### config.mk
export PLATFORM = sky130hd
export DESIGN_NAME = axil_master_top
export DESIGN_NICKNAME = d
export VERILOG_FILES = /design/src/axil_bridge_pkg.sv /design/src/axil_master_top.sv /design/src/axil_read_engine.sv /design/src/axil_write_engine.sv /design/src/mem_fwd_dispatch.sv /design/src/mem_rev_packer.sv
export SDC_FILE = /design/constraint.sdc
export NUM_CORES = 1
export LEC_CHECK = 0
export BUFFER_PORTS_ARGS = -buffer_cell sky130_fd_sc_hd__buf_2
export CAP_MARGIN = 15
export CORE_ASPECT_RATIO = 1.25
export CORE_MARGIN = 4
export CORE_UTILIZATION = 55
export DETAILED_ROUTE_END_ITERATION = 6
export PLACE_DENSITY = 0.83
export SKIP_LAST_GASP = 1
export SYNTH_ARGS = -nofsm -noshare
export SYNTH_HDL_FRONTEND = slang
export SYNTH_SLANG_ARGS = --single-unit
export TNS_END_PERCENT = 100
### constraint.sdc
create_clock -name clk_i -period 14.36 [get_ports clk_i]
set_input_delay 2.872 -clock clk_i [delete_from_list [all_inputs] [get_ports clk_i]]
set_output_delay 2.872 -clock clk_i [all_outputs]
set_load 0.01 [all_outputs]
### src/axil_bridge_pkg.sv
`default_nettype none

package axil_bridge_pkg;

  // Bus widths fixed by the stream format
  localparam int data_width_lp   = 64;
  localparam int addr_width_lp   = 32;
  localparam int strb_width_lp   = data_width_lp / 8;
  localparam int offset_width_lp = $clog2(strb_width_lp);
  localparam int resp_width_lp   = 2;
  localparam int prot_width_lp   = 3;
  localparam int tag_width_lp    = 8;

  // AXI response code for a successful transfer
  localparam logic [resp_width_lp-1:0] axil_resp_okay_lp = 2'b00;

  typedef enum logic
  {
    e_mem_rd = 1'b0,
    e_mem_wr = 1'b1
  } msg_type_e;

  // Byte count is 2**size
  typedef enum logic [1:0]
  {
    e_size_1 = 2'd0,
    e_size_2 = 2'd1,
    e_size_4 = 2'd2,
    e_size_8 = 2'd3
  } msg_size_e;

  // Err is only meaningful on the reverse stream
  typedef struct packed
  {
    msg_type_e                msg_type;
    msg_size_e                size;
    logic [tag_width_lp-1:0]  tag;
    logic [addr_width_lp-1:0] addr;
    logic                     err;
  } mem_hdr_s;

  typedef struct packed
  {
    logic [addr_width_lp-1:0] awaddr;
    logic [prot_width_lp-1:0] awprot;
  } axil_aw_s;

  typedef struct packed
  {
    logic [data_width_lp-1:0] wdata;
    logic [strb_width_lp-1:0] wstrb;
  } axil_w_s;

  typedef struct packed
  {
    logic [addr_width_lp-1:0] araddr;
    logic [prot_width_lp-1:0] arprot;
  } axil_ar_s;

  typedef struct packed
  {
    logic [data_width_lp-1:0] rdata;
    logic [resp_width_lp-1:0] rresp;
  } axil_r_s;

endpackage

`default_nettype wire

### src/axil_master_top.sv
`timescale 1ns/100ps
`default_nettype none

module axil_master_top
  (
    input  wire                                        clk_i,
    input  wire                                        rst_n_i,

    // Forward stream
    input  axil_bridge_pkg::mem_hdr_s                  mem_fwd_header_i,
    input  wire [axil_bridge_pkg::data_width_lp-1:0]   mem_fwd_data_i,
    input  wire                                        mem_fwd_v_i,
    output logic                                       mem_fwd_ready_and_o,

    // Reverse stream
    output axil_bridge_pkg::mem_hdr_s                  mem_rev_header_o,
    output logic [axil_bridge_pkg::data_width_lp-1:0]  mem_rev_data_o,
    output logic                                       mem_rev_v_o,
    input  wire                                        mem_rev_ready_and_i,

    // AXI4-Lite master
    output axil_bridge_pkg::axil_aw_s                  m_axil_aw_o,
    output logic                                       m_axil_awvalid_o,
    input  wire                                        m_axil_awready_i,
    output axil_bridge_pkg::axil_w_s                   m_axil_w_o,
    output logic                                       m_axil_wvalid_o,
    input  wire                                        m_axil_wready_i,
    input  wire [axil_bridge_pkg::resp_width_lp-1:0]   m_axil_bresp_i,
    input  wire                                        m_axil_bvalid_i,
    output logic                                       m_axil_bready_o,
    output axil_bridge_pkg::axil_ar_s                  m_axil_ar_o,
    output logic                                       m_axil_arvalid_o,
    input  wire                                        m_axil_arready_i,
    input  wire [axil_bridge_pkg::data_width_lp-1:0]   m_axil_rdata_i,
    input  wire [axil_bridge_pkg::resp_width_lp-1:0]   m_axil_rresp_i,
    input  wire                                        m_axil_rvalid_i,
    output logic                                       m_axil_rready_o
  );

  logic                       wr_start;
  logic                       rd_start;
  logic                       wr_done;
  logic                       wr_err;
  logic                       rd_done;
  logic                       rev_done;
  axil_bridge_pkg::axil_aw_s  aw;
  axil_bridge_pkg::axil_w_s   w;
  axil_bridge_pkg::axil_ar_s  ar;
  axil_bridge_pkg::axil_r_s   r;
  axil_bridge_pkg::mem_hdr_s  req_hdr;

  mem_fwd_dispatch dispatch0
  (
    .clk_i               (clk_i),
    .rst_n_i             (rst_n_i),
    .mem_fwd_header_i    (mem_fwd_header_i),
    .mem_fwd_data_i      (mem_fwd_data_i),
    .mem_fwd_v_i         (mem_fwd_v_i),
    .mem_fwd_ready_and_o (mem_fwd_ready_and_o),
    .rev_done_i          (rev_done),
    .wr_start_o          (wr_start),
    .aw_o                (aw),
    .w_o                 (w),
    .rd_start_o          (rd_start),
    .ar_o                (ar),
    .req_hdr_o           (req_hdr)
  );

  axil_write_engine wr0
  (
    .clk_i            (clk_i),
    .rst_n_i          (rst_n_i),
    .wr_start_i       (wr_start),
    .aw_i             (aw),
    .w_i              (w),
    .m_axil_aw_o      (m_axil_aw_o),
    .m_axil_awvalid_o (m_axil_awvalid_o),
    .m_axil_awready_i (m_axil_awready_i),
    .m_axil_w_o       (m_axil_w_o),
    .m_axil_wvalid_o  (m_axil_wvalid_o),
    .m_axil_wready_i  (m_axil_wready_i),
    .m_axil_bresp_i   (m_axil_bresp_i),
    .m_axil_bvalid_i  (m_axil_bvalid_i),
    .m_axil_bready_o  (m_axil_bready_o),
    .wr_done_o        (wr_done),
    .wr_err_o         (wr_err)
  );

  axil_read_engine rd0
  (
    .clk_i            (clk_i),
    .rst_n_i          (rst_n_i),
    .rd_start_i       (rd_start),
    .ar_i             (ar),
    .m_axil_ar_o      (m_axil_ar_o),
    .m_axil_arvalid_o (m_axil_arvalid_o),
    .m_axil_arready_i (m_axil_arready_i),
    .m_axil_rdata_i   (m_axil_rdata_i),
    .m_axil_rresp_i   (m_axil_rresp_i),
    .m_axil_rvalid_i  (m_axil_rvalid_i),
    .m_axil_rready_o  (m_axil_rready_o),
    .rd_done_o        (rd_done),
    .r_o              (r)
  );

  mem_rev_packer pack0
  (
    .clk_i               (clk_i),
    .rst_n_i             (rst_n_i),
    .req_hdr_i           (req_hdr),
    .wr_done_i           (wr_done),
    .wr_err_i            (wr_err),
    .rd_done_i           (rd_done),
    .r_i                 (r),
    .mem_rev_header_o    (mem_rev_header_o),
    .mem_rev_data_o      (mem_rev_data_o),
    .mem_rev_v_o         (mem_rev_v_o),
    .mem_rev_ready_and_i (mem_rev_ready_and_i),
    .rev_done_o          (rev_done)
  );

endmodule

`default_nettype wire

### src/axil_read_engine.sv
`timescale 1ns/100ps
`default_nettype none

module axil_read_engine
  (
    input  wire                                        clk_i,
    input  wire                                        rst_n_i,
    input  wire                                        rd_start_i,
    input  axil_bridge_pkg::axil_ar_s                  ar_i,
    output axil_bridge_pkg::axil_ar_s                  m_axil_ar_o,
    output logic                                       m_axil_arvalid_o,
    input  wire                                        m_axil_arready_i,
    input  wire [axil_bridge_pkg::data_width_lp-1:0]   m_axil_rdata_i,
    input  wire [axil_bridge_pkg::resp_width_lp-1:0]   m_axil_rresp_i,
    input  wire                                        m_axil_rvalid_i,
    output logic                                       m_axil_rready_o,
    output logic                                       rd_done_o,
    output axil_bridge_pkg::axil_r_s                   r_o
  );

  logic ar_fire;
  logic r_fire;

  assign ar_fire = m_axil_arvalid_o & m_axil_arready_i;
  assign r_fire  = m_axil_rvalid_i & m_axil_rready_o;

  // Address phase is ARVALID, data phase is RREADY
  always_ff @(posedge clk_i)
  begin
    if (!rst_n_i)
    begin
      m_axil_arvalid_o <= 1'b0;
      m_axil_rready_o  <= 1'b0;
      rd_done_o        <= 1'b0;
    end
    else
    begin
      rd_done_o <= r_fire;

      if (rd_start_i)
        m_axil_arvalid_o <= 1'b1;
      else if (ar_fire)
        m_axil_arvalid_o <= 1'b0;

      if (ar_fire)
        m_axil_rready_o <= 1'b1;
      else if (r_fire)
        m_axil_rready_o <= 1'b0;
    end
  end

  always_ff @(posedge clk_i)
  begin
    if (rd_start_i)
      m_axil_ar_o <= ar_i;
  end

  // Captured R beat, valid alongside rd_done
  always_ff @(posedge clk_i)
  begin
    if (r_fire)
    begin
      r_o.rdata <= m_axil_rdata_i;
      r_o.rresp <= m_axil_rresp_i;
    end
  end

endmodule

`default_nettype wire

### src/axil_write_engine.sv
`timescale 1ns/100ps
`default_nettype none

module axil_write_engine
  (
    input  wire                                        clk_i,
    input  wire                                        rst_n_i,
    input  wire                                        wr_start_i,
    input  axil_bridge_pkg::axil_aw_s                  aw_i,
    input  axil_bridge_pkg::axil_w_s                   w_i,
    output axil_bridge_pkg::axil_aw_s                  m_axil_aw_o,
    output logic                                       m_axil_awvalid_o,
    input  wire                                        m_axil_awready_i,
    output axil_bridge_pkg::axil_w_s                   m_axil_w_o,
    output logic                                       m_axil_wvalid_o,
    input  wire                                        m_axil_wready_i,
    input  wire [axil_bridge_pkg::resp_width_lp-1:0]   m_axil_bresp_i,
    input  wire                                        m_axil_bvalid_i,
    output logic                                       m_axil_bready_o,
    output logic                                       wr_done_o,
    output logic                                       wr_err_o
  );

  logic aw_fire;
  logic w_fire;
  logic b_fire;
  logic aw_clear;
  logic w_clear;
  logic addr_phase;

  assign aw_fire = m_axil_awvalid_o & m_axil_awready_i;
  assign w_fire  = m_axil_wvalid_o & m_axil_wready_i;
  assign b_fire  = m_axil_bvalid_i & m_axil_bready_o;

  // AW and W may complete in either order
  assign aw_clear   = ~m_axil_awvalid_o | m_axil_awready_i;
  assign w_clear    = ~m_axil_wvalid_o | m_axil_wready_i;
  assign addr_phase = m_axil_awvalid_o | m_axil_wvalid_o;

  always_ff @(posedge clk_i)
  begin
    if (!rst_n_i)
    begin
      m_axil_awvalid_o <= 1'b0;
      m_axil_wvalid_o  <= 1'b0;
      m_axil_bready_o  <= 1'b0;
      wr_done_o        <= 1'b0;
      wr_err_o         <= 1'b0;
    end
    else
    begin
      wr_done_o <= b_fire;

      if (wr_start_i)
      begin
        m_axil_awvalid_o <= 1'b1;
        m_axil_wvalid_o  <= 1'b1;
      end
      else
      begin
        if (aw_fire)
          m_axil_awvalid_o <= 1'b0;
        if (w_fire)
          m_axil_wvalid_o <= 1'b0;
      end

      // Response phase opens once both channels are done
      if (addr_phase & aw_clear & w_clear)
        m_axil_bready_o <= 1'b1;
      else if (b_fire)
        m_axil_bready_o <= 1'b0;

      if (b_fire)
        wr_err_o <= (m_axil_bresp_i != axil_bridge_pkg::axil_resp_okay_lp);
    end
  end

  // Channel payloads stay stable while valid is up
  always_ff @(posedge clk_i)
  begin
    if (wr_start_i)
    begin
      m_axil_aw_o <= aw_i;
      m_axil_w_o  <= w_i;
    end
  end

endmodule

`default_nettype wire

### src/mem_fwd_dispatch.sv
`timescale 1ns/100ps
`default_nettype none

module mem_fwd_dispatch
  (
    input  wire                                        clk_i,
    input  wire                                        rst_n_i,
    input  axil_bridge_pkg::mem_hdr_s                  mem_fwd_header_i,
    input  wire [axil_bridge_pkg::data_width_lp-1:0]   mem_fwd_data_i,
    input  wire                                        mem_fwd_v_i,
    output logic                                       mem_fwd_ready_and_o,
    input  wire                                        rev_done_i,
    output logic                                       wr_start_o,
    output axil_bridge_pkg::axil_aw_s                  aw_o,
    output axil_bridge_pkg::axil_w_s                   w_o,
    output logic                                       rd_start_o,
    output axil_bridge_pkg::axil_ar_s                  ar_o,
    output axil_bridge_pkg::mem_hdr_s                  req_hdr_o
  );

  logic                                          busy_r;
  logic                                          fwd_fire;
  logic [axil_bridge_pkg::offset_width_lp-1:0]   lane_offset;
  logic [axil_bridge_pkg::strb_width_lp-1:0]     strb_n;

  // Single request slot
  assign mem_fwd_ready_and_o = ~busy_r;
  assign fwd_fire            = mem_fwd_v_i & ~busy_r;

  // Offset rounded down to the access size
  always_comb
  begin
    lane_offset = mem_fwd_header_i.addr[axil_bridge_pkg::offset_width_lp-1:0]
                & (3'b111 << mem_fwd_header_i.size);
    case (mem_fwd_header_i.size)
      axil_bridge_pkg::e_size_1: strb_n = 8'h01 << lane_offset;
      axil_bridge_pkg::e_size_2: strb_n = 8'h03 << lane_offset;
      axil_bridge_pkg::e_size_4: strb_n = 8'h0f << lane_offset;
      default:                   strb_n = {axil_bridge_pkg::strb_width_lp{1'b1}};
    endcase
  end

  always_ff @(posedge clk_i)
  begin
    if (!rst_n_i)
    begin
      busy_r     <= 1'b0;
      wr_start_o <= 1'b0;
      rd_start_o <= 1'b0;
    end
    else
    begin
      wr_start_o <= fwd_fire & (mem_fwd_header_i.msg_type == axil_bridge_pkg::e_mem_wr);
      rd_start_o <= fwd_fire & (mem_fwd_header_i.msg_type == axil_bridge_pkg::e_mem_rd);
      if (fwd_fire)
        busy_r <= 1'b1;
      else if (rev_done_i)
        busy_r <= 1'b0;
    end
  end

  // Request payload, held for the whole transaction
  always_ff @(posedge clk_i)
  begin
    if (fwd_fire)
    begin
      req_hdr_o     <= mem_fwd_header_i;
      aw_o.awaddr   <= mem_fwd_header_i.addr;
      aw_o.awprot   <= '0;
      w_o.wdata     <= mem_fwd_data_i;
      w_o.wstrb     <= strb_n;
      ar_o.araddr   <= mem_fwd_header_i.addr;
      ar_o.arprot   <= '0;
    end
  end

endmodule

`default_nettype wire

### src/mem_rev_packer.sv
`timescale 1ns/100ps
`default_nettype none

module mem_rev_packer
  (
    input  wire                                        clk_i,
    input  wire                                        rst_n_i,
    input  axil_bridge_pkg::mem_hdr_s                  req_hdr_i,
    input  wire                                        wr_done_i,
    input  wire                                        wr_err_i,
    input  wire                                        rd_done_i,
    input  axil_bridge_pkg::axil_r_s                   r_i,
    output axil_bridge_pkg::mem_hdr_s                  mem_rev_header_o,
    output logic [axil_bridge_pkg::data_width_lp-1:0]  mem_rev_data_o,
    output logic                                       mem_rev_v_o,
    input  wire                                        mem_rev_ready_and_i,
    output logic                                       rev_done_o
  );

  logic [axil_bridge_pkg::offset_width_lp-1:0] lane_sel;
  logic [axil_bridge_pkg::data_width_lp-1:0]   shifted;
  logic [axil_bridge_pkg::data_width_lp-1:0]   packed_data;
  logic                                        rd_err;

  assign rev_done_o = mem_rev_v_o & mem_rev_ready_and_i;
  assign rd_err     = (r_i.rresp != axil_bridge_pkg::axil_resp_okay_lp);

  // Narrow read field moved to lane 0, then copied across the word
  always_comb
  begin
    lane_sel = req_hdr_i.addr[axil_bridge_pkg::offset_width_lp-1:0]
             & (3'b111 << req_hdr_i.size);
    shifted  = r_i.rdata >> {lane_sel, 3'b000};
    case (req_hdr_i.size)
      axil_bridge_pkg::e_size_1: packed_data = {8{shifted[7:0]}};
      axil_bridge_pkg::e_size_2: packed_data = {4{shifted[15:0]}};
      axil_bridge_pkg::e_size_4: packed_data = {2{shifted[31:0]}};
      default:                   packed_data = r_i.rdata;
    endcase
  end

  always_ff @(posedge clk_i)
  begin
    if (!rst_n_i)
      mem_rev_v_o <= 1'b0;
    else if (wr_done_i | rd_done_i)
      mem_rev_v_o <= 1'b1;
    else if (rev_done_o)
      mem_rev_v_o <= 1'b0;
  end

  // Reverse payload, stable until accepted
  always_ff @(posedge clk_i)
  begin
    if (wr_done_i)
    begin
      mem_rev_header_o     <= req_hdr_i;
      mem_rev_header_o.err <= wr_err_i;
      mem_rev_data_o       <= '0;
    end
    else if (rd_done_i)
    begin
      mem_rev_header_o     <= req_hdr_i;
      mem_rev_header_o.err <= rd_err;
      mem_rev_data_o       <= packed_data;
    end
  end

endmodule

`default_nettype wire

Word level (Yosys, flattened, before mapping)
Index checks and enable logic that the tools add are counted.
{ "totals": {"register_bits": 437, "output_inout_bits": 257} }
{ "classes": {"eq_ne": 4, "shift": 6, "muxes": 17, "bitwise": 21, "n_reduce_logical": 12} }
{ "op_table": {"columns": ["op", "n"], "rows": [
  ["64-bit one-hot mux with 3 select lines", 1],
  ["44-bit two-way mux", 2],
  ["64-bit by 6-bit right shift with 32-bit output", 1],
  ["8-bit one-hot mux with 3 select lines", 1],
  ["2-bit nonzero test", 10],
  ["1-bit two-way mux", 13],
  ["1-bit bitwise AND", 11],
  ["1-bit by 3-bit left shift with 8-bit output, first input constant", 1],
  ["2-bit by 3-bit left shift with 8-bit output, first input constant", 1],
  ["4-bit by 3-bit left shift with 8-bit output, first input constant", 1],
  ["3-bit bitwise AND", 2],
  ["3-bit by 2-bit left shift with 3-bit output, first input constant", 2],
  ["2-bit by 1-bit == test with 1-bit output, second input constant", 2],
  ["2-bit == test, second input constant", 2],
  ["2-bit logical NOT", 2],
  ["1-bit inverter", 4],
  ["1-bit OR", 4]
]} }

Longest topological paths before layout
Gate-level depths: netlist of run 1.
{ "logic_depth": {"ltp_word": 5, "depth_mapped": 9} }

Cells and area by module
From an unflattened synthesis of run 1, not the netlist that was laid out.
{ "hier_totals": {"hier_cells": 1201, "hier_area_um2": 17110.2} }
{ "by_module_without_submodules": {"columns": ["mod", "instances", "cells_each", "area_per_inst_um2"], "rows": [
  ["mem_rev_packer", 1, 732, 6199.7],
  ["mem_fwd_dispatch", 1, 234, 4377.9],
  ["axil_write_engine", 1, 124, 3393.3],
  ["axil_read_engine", 1, 111, 3139.3]
]} }

Worst setup path before layout of run 1
No wires, ideal clock.
{ "synth_timing": {"path_type": "input to register", "startpoint": "input port mem_fwd_v_i", "endpoint": "register dispatch0.wr_start_o", "setup_time_ns": 0.088, "arrival_time_ns": 8.440, "t_required_ns": 14.272, "slack_ns": 5.833, "stages": 2, "path_buffers": 0, "cell_sequence": "nor2b_1 and3_1"} }
{ "synth_via": {"elab_chain_len": 2} }
{ "synth_rtl": {"columns": ["item", "line", "source"], "rows": [
  ["start: declaration", "axil_master_top.sv:12", "input wire mem_fwd_v_i,"],
  ["1-bit bitwise AND", "mem_fwd_dispatch.sv:28", "assign fwd_fire = mem_fwd_v_i & ~busy_r;"],
  ["1-bit bitwise AND", "mem_fwd_dispatch.sv:53", "wr_start_o <= fwd_fire & (mem_fwd_header_i.msg_type == axil_bridge_pkg::e_mem_wr);"],
  ["end signal: assignment", "mem_fwd_dispatch.sv:53", null],
  ["end: declaration", "mem_fwd_dispatch.sv:13", "output logic wr_start_o,"]
]} }
No other way between the ends.
A chain may end at the register's enable or synchronous reset.

Final worst setup path of run 1
{ "layout_timing": {"startpoint": "input port mem_fwd_v_i", "endpoint": "register dispatch0.w_o[58] (netlist bit) (enable)"} }
{ "layout_via": {"elab_chain_len": 1} }
{ "layout_rtl": {"columns": ["item", "line", "source"], "rows": [
  ["1-bit bitwise AND", "mem_fwd_dispatch.sv:28", null],
  ["named net dispatch0.fwd_fire", "mem_fwd_dispatch.sv:22", "logic fwd_fire;"],
  ["end: declaration", "mem_fwd_dispatch.sv:15", "output axil_bridge_pkg::axil_w_s w_o,"]
]} }
The timed path passes the listed nets, and every way through them passes these cells.

==> results.ini, run 1 <==
[status]
status = finished, violations left
violations = design-rule violations

[floorplan]
io_pins = 442
coreArea_um2 = 30000
chipWidth_um = 164
rows = 71
die_area_um2 = 33300
start_util = 0.557
chipHeight_um = 203

[clock_tree]
h-tree-depth = 2
cts_sinks = 437
post_cts_buffers = 0
clkTransAtPathRegs_ns = 0.06
cts-root-buf = clkbuf_16
cts_hold_buf = 0
cts_tree = yes
clk_latency_ns = 0.53
cts_buffers = 39
cts_max_path_buffers = 3
cts_resized = 0

[setup_path]
cp_common_cell = buf_4
arrival_ns = 4.50
cp.buffers_inverters = 3
worstSetupEndpointType = flop
critPathSlowestCell = buf_4
max_stage_delay_ns = 0.74
worstPathMaxFanout = 59
crit_family = buffers and inverters
crit_chain = buf_2, nor2b_4, buf_4, buf_4
start_kind = input pin
path_class = input pin to flop
cp.required_ns = 14.52

[sta]
worstMarginPinSlew_ns = 1.17
fmax_ghz = 0.230
setup_tns_ns = 0
hold_viol_final = 0
rsz0062_at_grt = no
maxSlewHeadroom = 0.218
skew_ns = 0.0125
period_needed_ns = 4.34
setup_viol = 0
period_share = 0.302
maxSlewViolCount = 0

[synth]
synthCells = 1169
synth_top_family_by_area = compound AO/OA/AOI/OAI gates
ys_ff_latch = 437
synth_compound_area_frac = 0.129
synth_edf_count = 361
yosys_warnings = 0
synthMuxAreaShare = 0.0106
synth_xor_xnor_area_share = 0.000524
synthAdderAreaFrac = 0.00224
synth_area_per_cell_um2 = 14.3
ys_types = 67
synth_area_um2 = 16700
synth_flop_cell = edfxtp_1
synthArstFlopShare = 0
yosysSeqAreaShare = 0.739
synth_simple_gate_area_frac = 0.0927

[layout]
multi_input_area_um2 = 3980
n_fill_cell = 2124
final_common_cell = buf_2
mostFrequentLayoutCells = buf_2, edfxtp_1, nand2_1, nor2_1, a21oi_1
syn2layout_area_growth_pct = 22.6
drive_gt1_frac = 0.350
nets = 1780
regArea_um2 = 12400
fin_area_um2 = 20500

[global_route]
top_usage_layer = met2
grt_max_degree = 85
grt_pass1_vias = 11300
use_met2 = 0.494
grtUsageMet1 = 0.357
antenna_found_initial = 4
grt_pass1_wl_um = 73300
track_usage = 0.299
grt-ovfl-total = 0
grt_use_met3 = 0.0832

[place]
io_buffers = 434
dp_hpwl_um = 36000
gp_congestion = 1.00
post_dp_cell_area_um2 = 19200

[power]
internal_power_uw = 2100
p_seq_frac = 0.543
p_comb_frac = 0.083
ir_drop_uv = 103
power_frac_clock = 0.374
power.switching_uw = 620
p_sw_frac = 0.228
p_leak_uw = 0.00785
p_per_area_nw_per_um2 = 133

[route]
routed-via-count = 12100
drt-total-wl_um = 51600
wire_per_inst_um = 25.5
drt-pass1-iter-count = 7
route.detailed.drc = 12
drt_iter0_drc = 1481
ant_nets = 0
vias_per_cell = 5.98

[job]
maxCapViolCount = 0

[min_path]
hold_path.class = flop to flop

[cell usage after synthesis (5+ instances only)]
master,count,area [um^2]
a21oi_1,75,375
a221o_1,14,140
o21ai_0,26,130
buf_2,23,115
nand3_1,8,40.0
o221ai_1,15,131
o221ai_2,9,135
edfxtp_1,361,10800
a31o_1,7,61.3
and3b_1,14,123
buf_4,11,82.6
nand2b_1,28,175
inv_1,16,60.1
or2_2,18,113
nor2b_1,8,50.1
mux2_2,6,67.6
and2_1,5,31.3
or3_1,7,43.8
dfxtp_1,76,1520
and3_1,6,37.5
a211oi_1,71,533
clkbuf_1,37,139
nor2_1,100,375
mux2i_1,11,110
nor3_1,12,60.1
nand2_1,115,432
a221oi_1,6,52.6
o22a_1,8,70.1
[path summary, 6_finish.rpt]
kind / start / to / slack [ns] / cells after the start
worst max-delay path: mem_fwd_v_i / dispatch0.w_o[58] / 10.02 / 4
worst min-delay path: dispatch0.w_o[12] / wr0.m_axil_w_o[12] / 0.42 / 0
worst max register to register: dispatch0.req_hdr_o[42] / pack0.mem_rev_data_o[30] / 10.90 / 7
worst min register to register: dispatch0.w_o[12] / wr0.m_axil_w_o[12] / 0.42 / 0
[layout make-up]
class                      instances  share of cell area
sequential                       437               0.603
multi-input combinational        644               0.194
timing repair buffer             451               0.113
clock buffer                      51              0.0528
tap                              401              0.0245
clock inverter                    18             0.00842
inverter                          19             0.00348
antenna                            5            0.000610
[through the flow]
stage,setup WS [ns],hold WS [ns],total power (uW),utilization,std cells
global placement,9.55,0.400,1710,0.640,1951
CTS,10.06,0.417,2730,0.682,2020
finish,10.02,0.415,2720,0.683,2026
global route,9.94,0.419,2810,0.683,2023
detailed placement,9.50,0.405,1720,0.640,1951
floorplan,5.83,0.400,1610,-,1174
[cells by family after synthesis]
group	count (synthesis)
XOR/XNOR	1
AO/OA/AOI/OAI	287
adder cells (fa/ha/maj)	3
other	1
buffers and inverters	93
multiplexers	17
flip-flops	437
AND/OR/NAND/NOR	330
[worst register-to-register path: stages, from the launching register on]
cell       delay (ns)
edfxtp_1         0.32
buf_4            0.60
or4b_1           1.02
o221ai_1         0.24
a21oi_1          0.26
a21oi_1          0.16
and3_1           0.23
a2111oi_0        0.47
[power by group through the flow]
| stage | logic [uW] | registers, uW | clock network, uW |
|---|---|---|---|
| 3_5_place_dp | 221 | 1500 | 0 |
| 4_1_cts | 222 | 1480 | 1030 |
| 2_1_floorplan | 92.7 | 1520 | 0 |
| 3_3_place_gp | 215 | 1500 | 0 |
| 6_report | 225 | 1480 | 1020 |
| 5_1_grt | 241 | 1480 | 1090 |
[flip-flops by register name (all words and copies together), names as in the netlist, 11 cells and up]
register                count
dispatch0.aw_o             32
pack0.mem_rev_data_o       64
rd0.r_o                    66
rd0.m_axil_ar_o            32
wr0.m_axil_aw_o            32
dispatch0.w_o              72
dispatch0.req_hdr_o        11
wr0.m_axil_w_o             72
pack0.mem_rev_header_o     44
[routing by layer]
layer,share of wire,wire [um],up-vias
met1,0.34,17600,5810
met2,0.48,24800,837
met5,0,0,-
met3,0.11,5650,172
met4,0.068,3480,0
li1,-,-,5306
(Power assumes the default switching activity.)
==> run 2: changes to the inputs <==
- CORE_UTILIZATION: 55 -> 53
- PLACE_DENSITY: 0.83 -> 0.8
- clock period: 14.36 -> 4.1 ns (I/O delays scaled with it)
==> results.ini, run 2 (synthesis results as in run 1) <==
[status]
status = finished, final reports clean

[layout]
syn2layout_area_growth_pct = 23.4
fin_area_um2 = 20700  ; +0.72%
n_fill_cell = 2232  ; +5.1%
nets = 1794  ; +0.79%
drive_gt1_frac = 0.356  ; +0.00614
biggestRegsByFlops = dispatch0.w_o (72), wr0.m_axil_w_o (72), rd0.r_o (66)
multi_input_area_um2 = 3980  ; unchanged
final_common_cell = buf_2
regArea_um2 = 12400  ; about the same
mostFrequentLayoutCells = buf_2, edfxtp_1, nand2_1, nor2_1, a21oi_1
fin_cells = 2048  ; +1.1%

[setup_path]
reg2reg_setup_slack_ns = 1.23  ; -9.67 ns
start_kind = flop
crit-reg2reg-launch = dispatch0.req_hdr_o[42]
cp.required_ns = 4.49  ; -10.03 ns
worst-path-stages = 6  ; +2
arrival_ns = 3.26  ; -1.24 ns
crit_family = compound AO/OA/AOI/OAI gates
ff2ff_path_depth = 6  ; -1
critPathSlowestCell = a21bo_2
max_stage_delay_ns = 0.59  ; -0.15 ns
r2r_end = pack0.mem_rev_data_o[21]
crit_chain = buf_4, a21bo_2, nand2_1, a2111oi_0, o22a_1, a211oi_1
cp.buffers_inverters = 1  ; -2
worstSetupEndpointType = flop
path_class = flop to flop
worstPathMaxFanout = 22  ; -63%

[clock_tree]
cts_hold_buf = 0  ; unchanged
cts_sinks = 437  ; unchanged
h-tree-depth = 2  ; unchanged
post_cts_buffers = 0  ; unchanged
cts-root-buf = clkbuf_16
clk_latency_ns = 0.55  ; +0.02 ns
cts_max_path_buffers = 3  ; unchanged
clkTransAtPathRegs_ns = 0.06  ; about the same
cts_buffers = 41  ; +5.1%
cts_tree = yes
cts_resized = 0  ; unchanged

[min_path]
hold_path_end = wr0.m_axil_w_o[15]
min_from = dispatch0.w_o[15]
hold_path_depth = 0  ; unchanged
hold_path.class = flop to flop

[global_route]
grt_max_degree = 76  ; -11%
grt_use_met3 = 0.0760  ; -0.00725
grtUsageMet1 = 0.388  ; +0.0310
track_usage = 0.300  ; +0.000702
grt_pass1_vias = 11400  ; +0.46%
use_met2 = 0.496  ; +0.00200
antenna_found_initial = 6  ; +2
grt-ovfl-total = 0  ; unchanged
grt_pass1_wl_um = 76700  ; +4.7%
top_usage_layer = met2

[place]
dp_cells = 1970  ; +0.97%
dp_hpwl_um = 38400  ; +6.8%
post_dp_cell_area_um2 = 19300  ; +0.68%
gp_congestion = 0.963  ; -4.2%
io_buffers = 434  ; unchanged

[sta]
timing.hold.ws_ns = 0.415  ; -0.000416 ns
maxSlewHeadroom = 0.303  ; +0.0850
fmax_ghz = 0.348
rsz0062_at_grt = no
skew_ns = 0.0210  ; +0.00845 ns
hold_viol_final = 0  ; unchanged
period_needed_ns = 2.87
setup_tns_ns = 0  ; unchanged
maxSlewViolCount = 0  ; unchanged
worstMarginPinSlew_ns = 1.05  ; -0.127 ns
period_share = 0.700
setup_viol = 0  ; unchanged

[floorplan]
coreArea_um2 = 31100  ; +3.5%
start_util = 0.538  ; -0.0189
die_area_um2 = 34500  ; +3.6%
rows = 72  ; +1.4%
chipHeight_um = 207  ; +1.8%
io_pins = 442  ; unchanged
chipWidth_um = 167  ; +1.8%

[route]
drt-pass1-iter-count = 7  ; unchanged
drt-total-wl_um = 53800  ; +4.4%
drt_iter0_drc = 1565  ; +5.7%
wire_per_inst_um = 26.3  ; +3.3%
ant_nets = 0  ; unchanged
route.detailed.drc = 0  ; -12
routed-via-count = 12100  ; -0.33%
vias_per_cell = 5.90  ; -1.4%

[job]
maxCapViolCount = 0  ; unchanged

[power]
p_per_area_nw_per_um2 = 468  ; +250%
p_leak_uw = 0.00793  ; +1.0%
ir_drop_uv = 524  ; +410%

==> run 2: changes by cell type in the layout (fill, tap and decap cells not counted), sizes merged <==
cell      delta
buf         +12
inv          +6
clkinv       -2
clkinvlp     +1
diode        -1
==> run 2: per-layer routing <==
layer,vias up,share of wire
met5,-,0.00058
met3,128,0.10
li1,5341,-
met4,4,0.038
met1,5793,0.37
met2,819,0.49
==> run 2: through the flow <==
| stage | utilization | total power, uW | worst slack (ns) |
|---|---|---|---|
| final | 0.664 | 9660 | 1.23 |
| after global routing | 0.664 | 10000 | 1.08 |
| after CTS | 0.664 | 9700 | 1.31 |
| after detailed placement | 0.622 | 6060 | 1.31 |
| after global placement | 0.622 | 6030 | 1.38 |
| after floorplan | - | 5640 | 1.05 |
==> run 2: area by class of cell <==
cell class                 count  area share
timing repair buffer         463       0.117
sequential                   437       0.599
antenna                        4    0.000485
inverter                      19     0.00345
tap                          407      0.0247
multi-input combinational    644       0.193
clock buffer                  51      0.0525
clock inverter                23      0.0102
==> run 2: how the worst max path moves through the flow <==
stage | start | endpoint | slack (ns)
after global placement | dispatch0.aw_o[4] | pack0.mem_rev_data_o[59] | 1.38
final | dispatch0.req_hdr_o[42] | pack0.mem_rev_data_o[21] | 1.23
after CTS | dispatch0.aw_o[4] | pack0.mem_rev_data_o[24] | 1.31
after global routing | dispatch0.req_hdr_o[42] | pack0.mem_rev_data_o[21] | 1.08
after floorplan | dispatch0.wr_start_o | wr0.m_axil_aw_o[10] | 1.05
after detailed placement | dispatch0.aw_o[4] | pack0.mem_rev_data_o[24] | 1.31
==> run 2: power by group <==
group	internal [uW]	leakage (uW)	total (uW)	switching [uW]
clock	2040	0.000631	3680	1640
combinational	307	0.00334	792	485
sequential	5050	0.00395	5190	143
==> run 2: worst reg2reg max path, cell delays in order (launching register included) <==
cell and delay [ns]:
edfxtp_1 0.38, buf_4 0.24, a21bo_2 0.59, nand2_1 0.48
a2111oi_0 0.57, o22a_1 0.34, a211oi_1 0.12
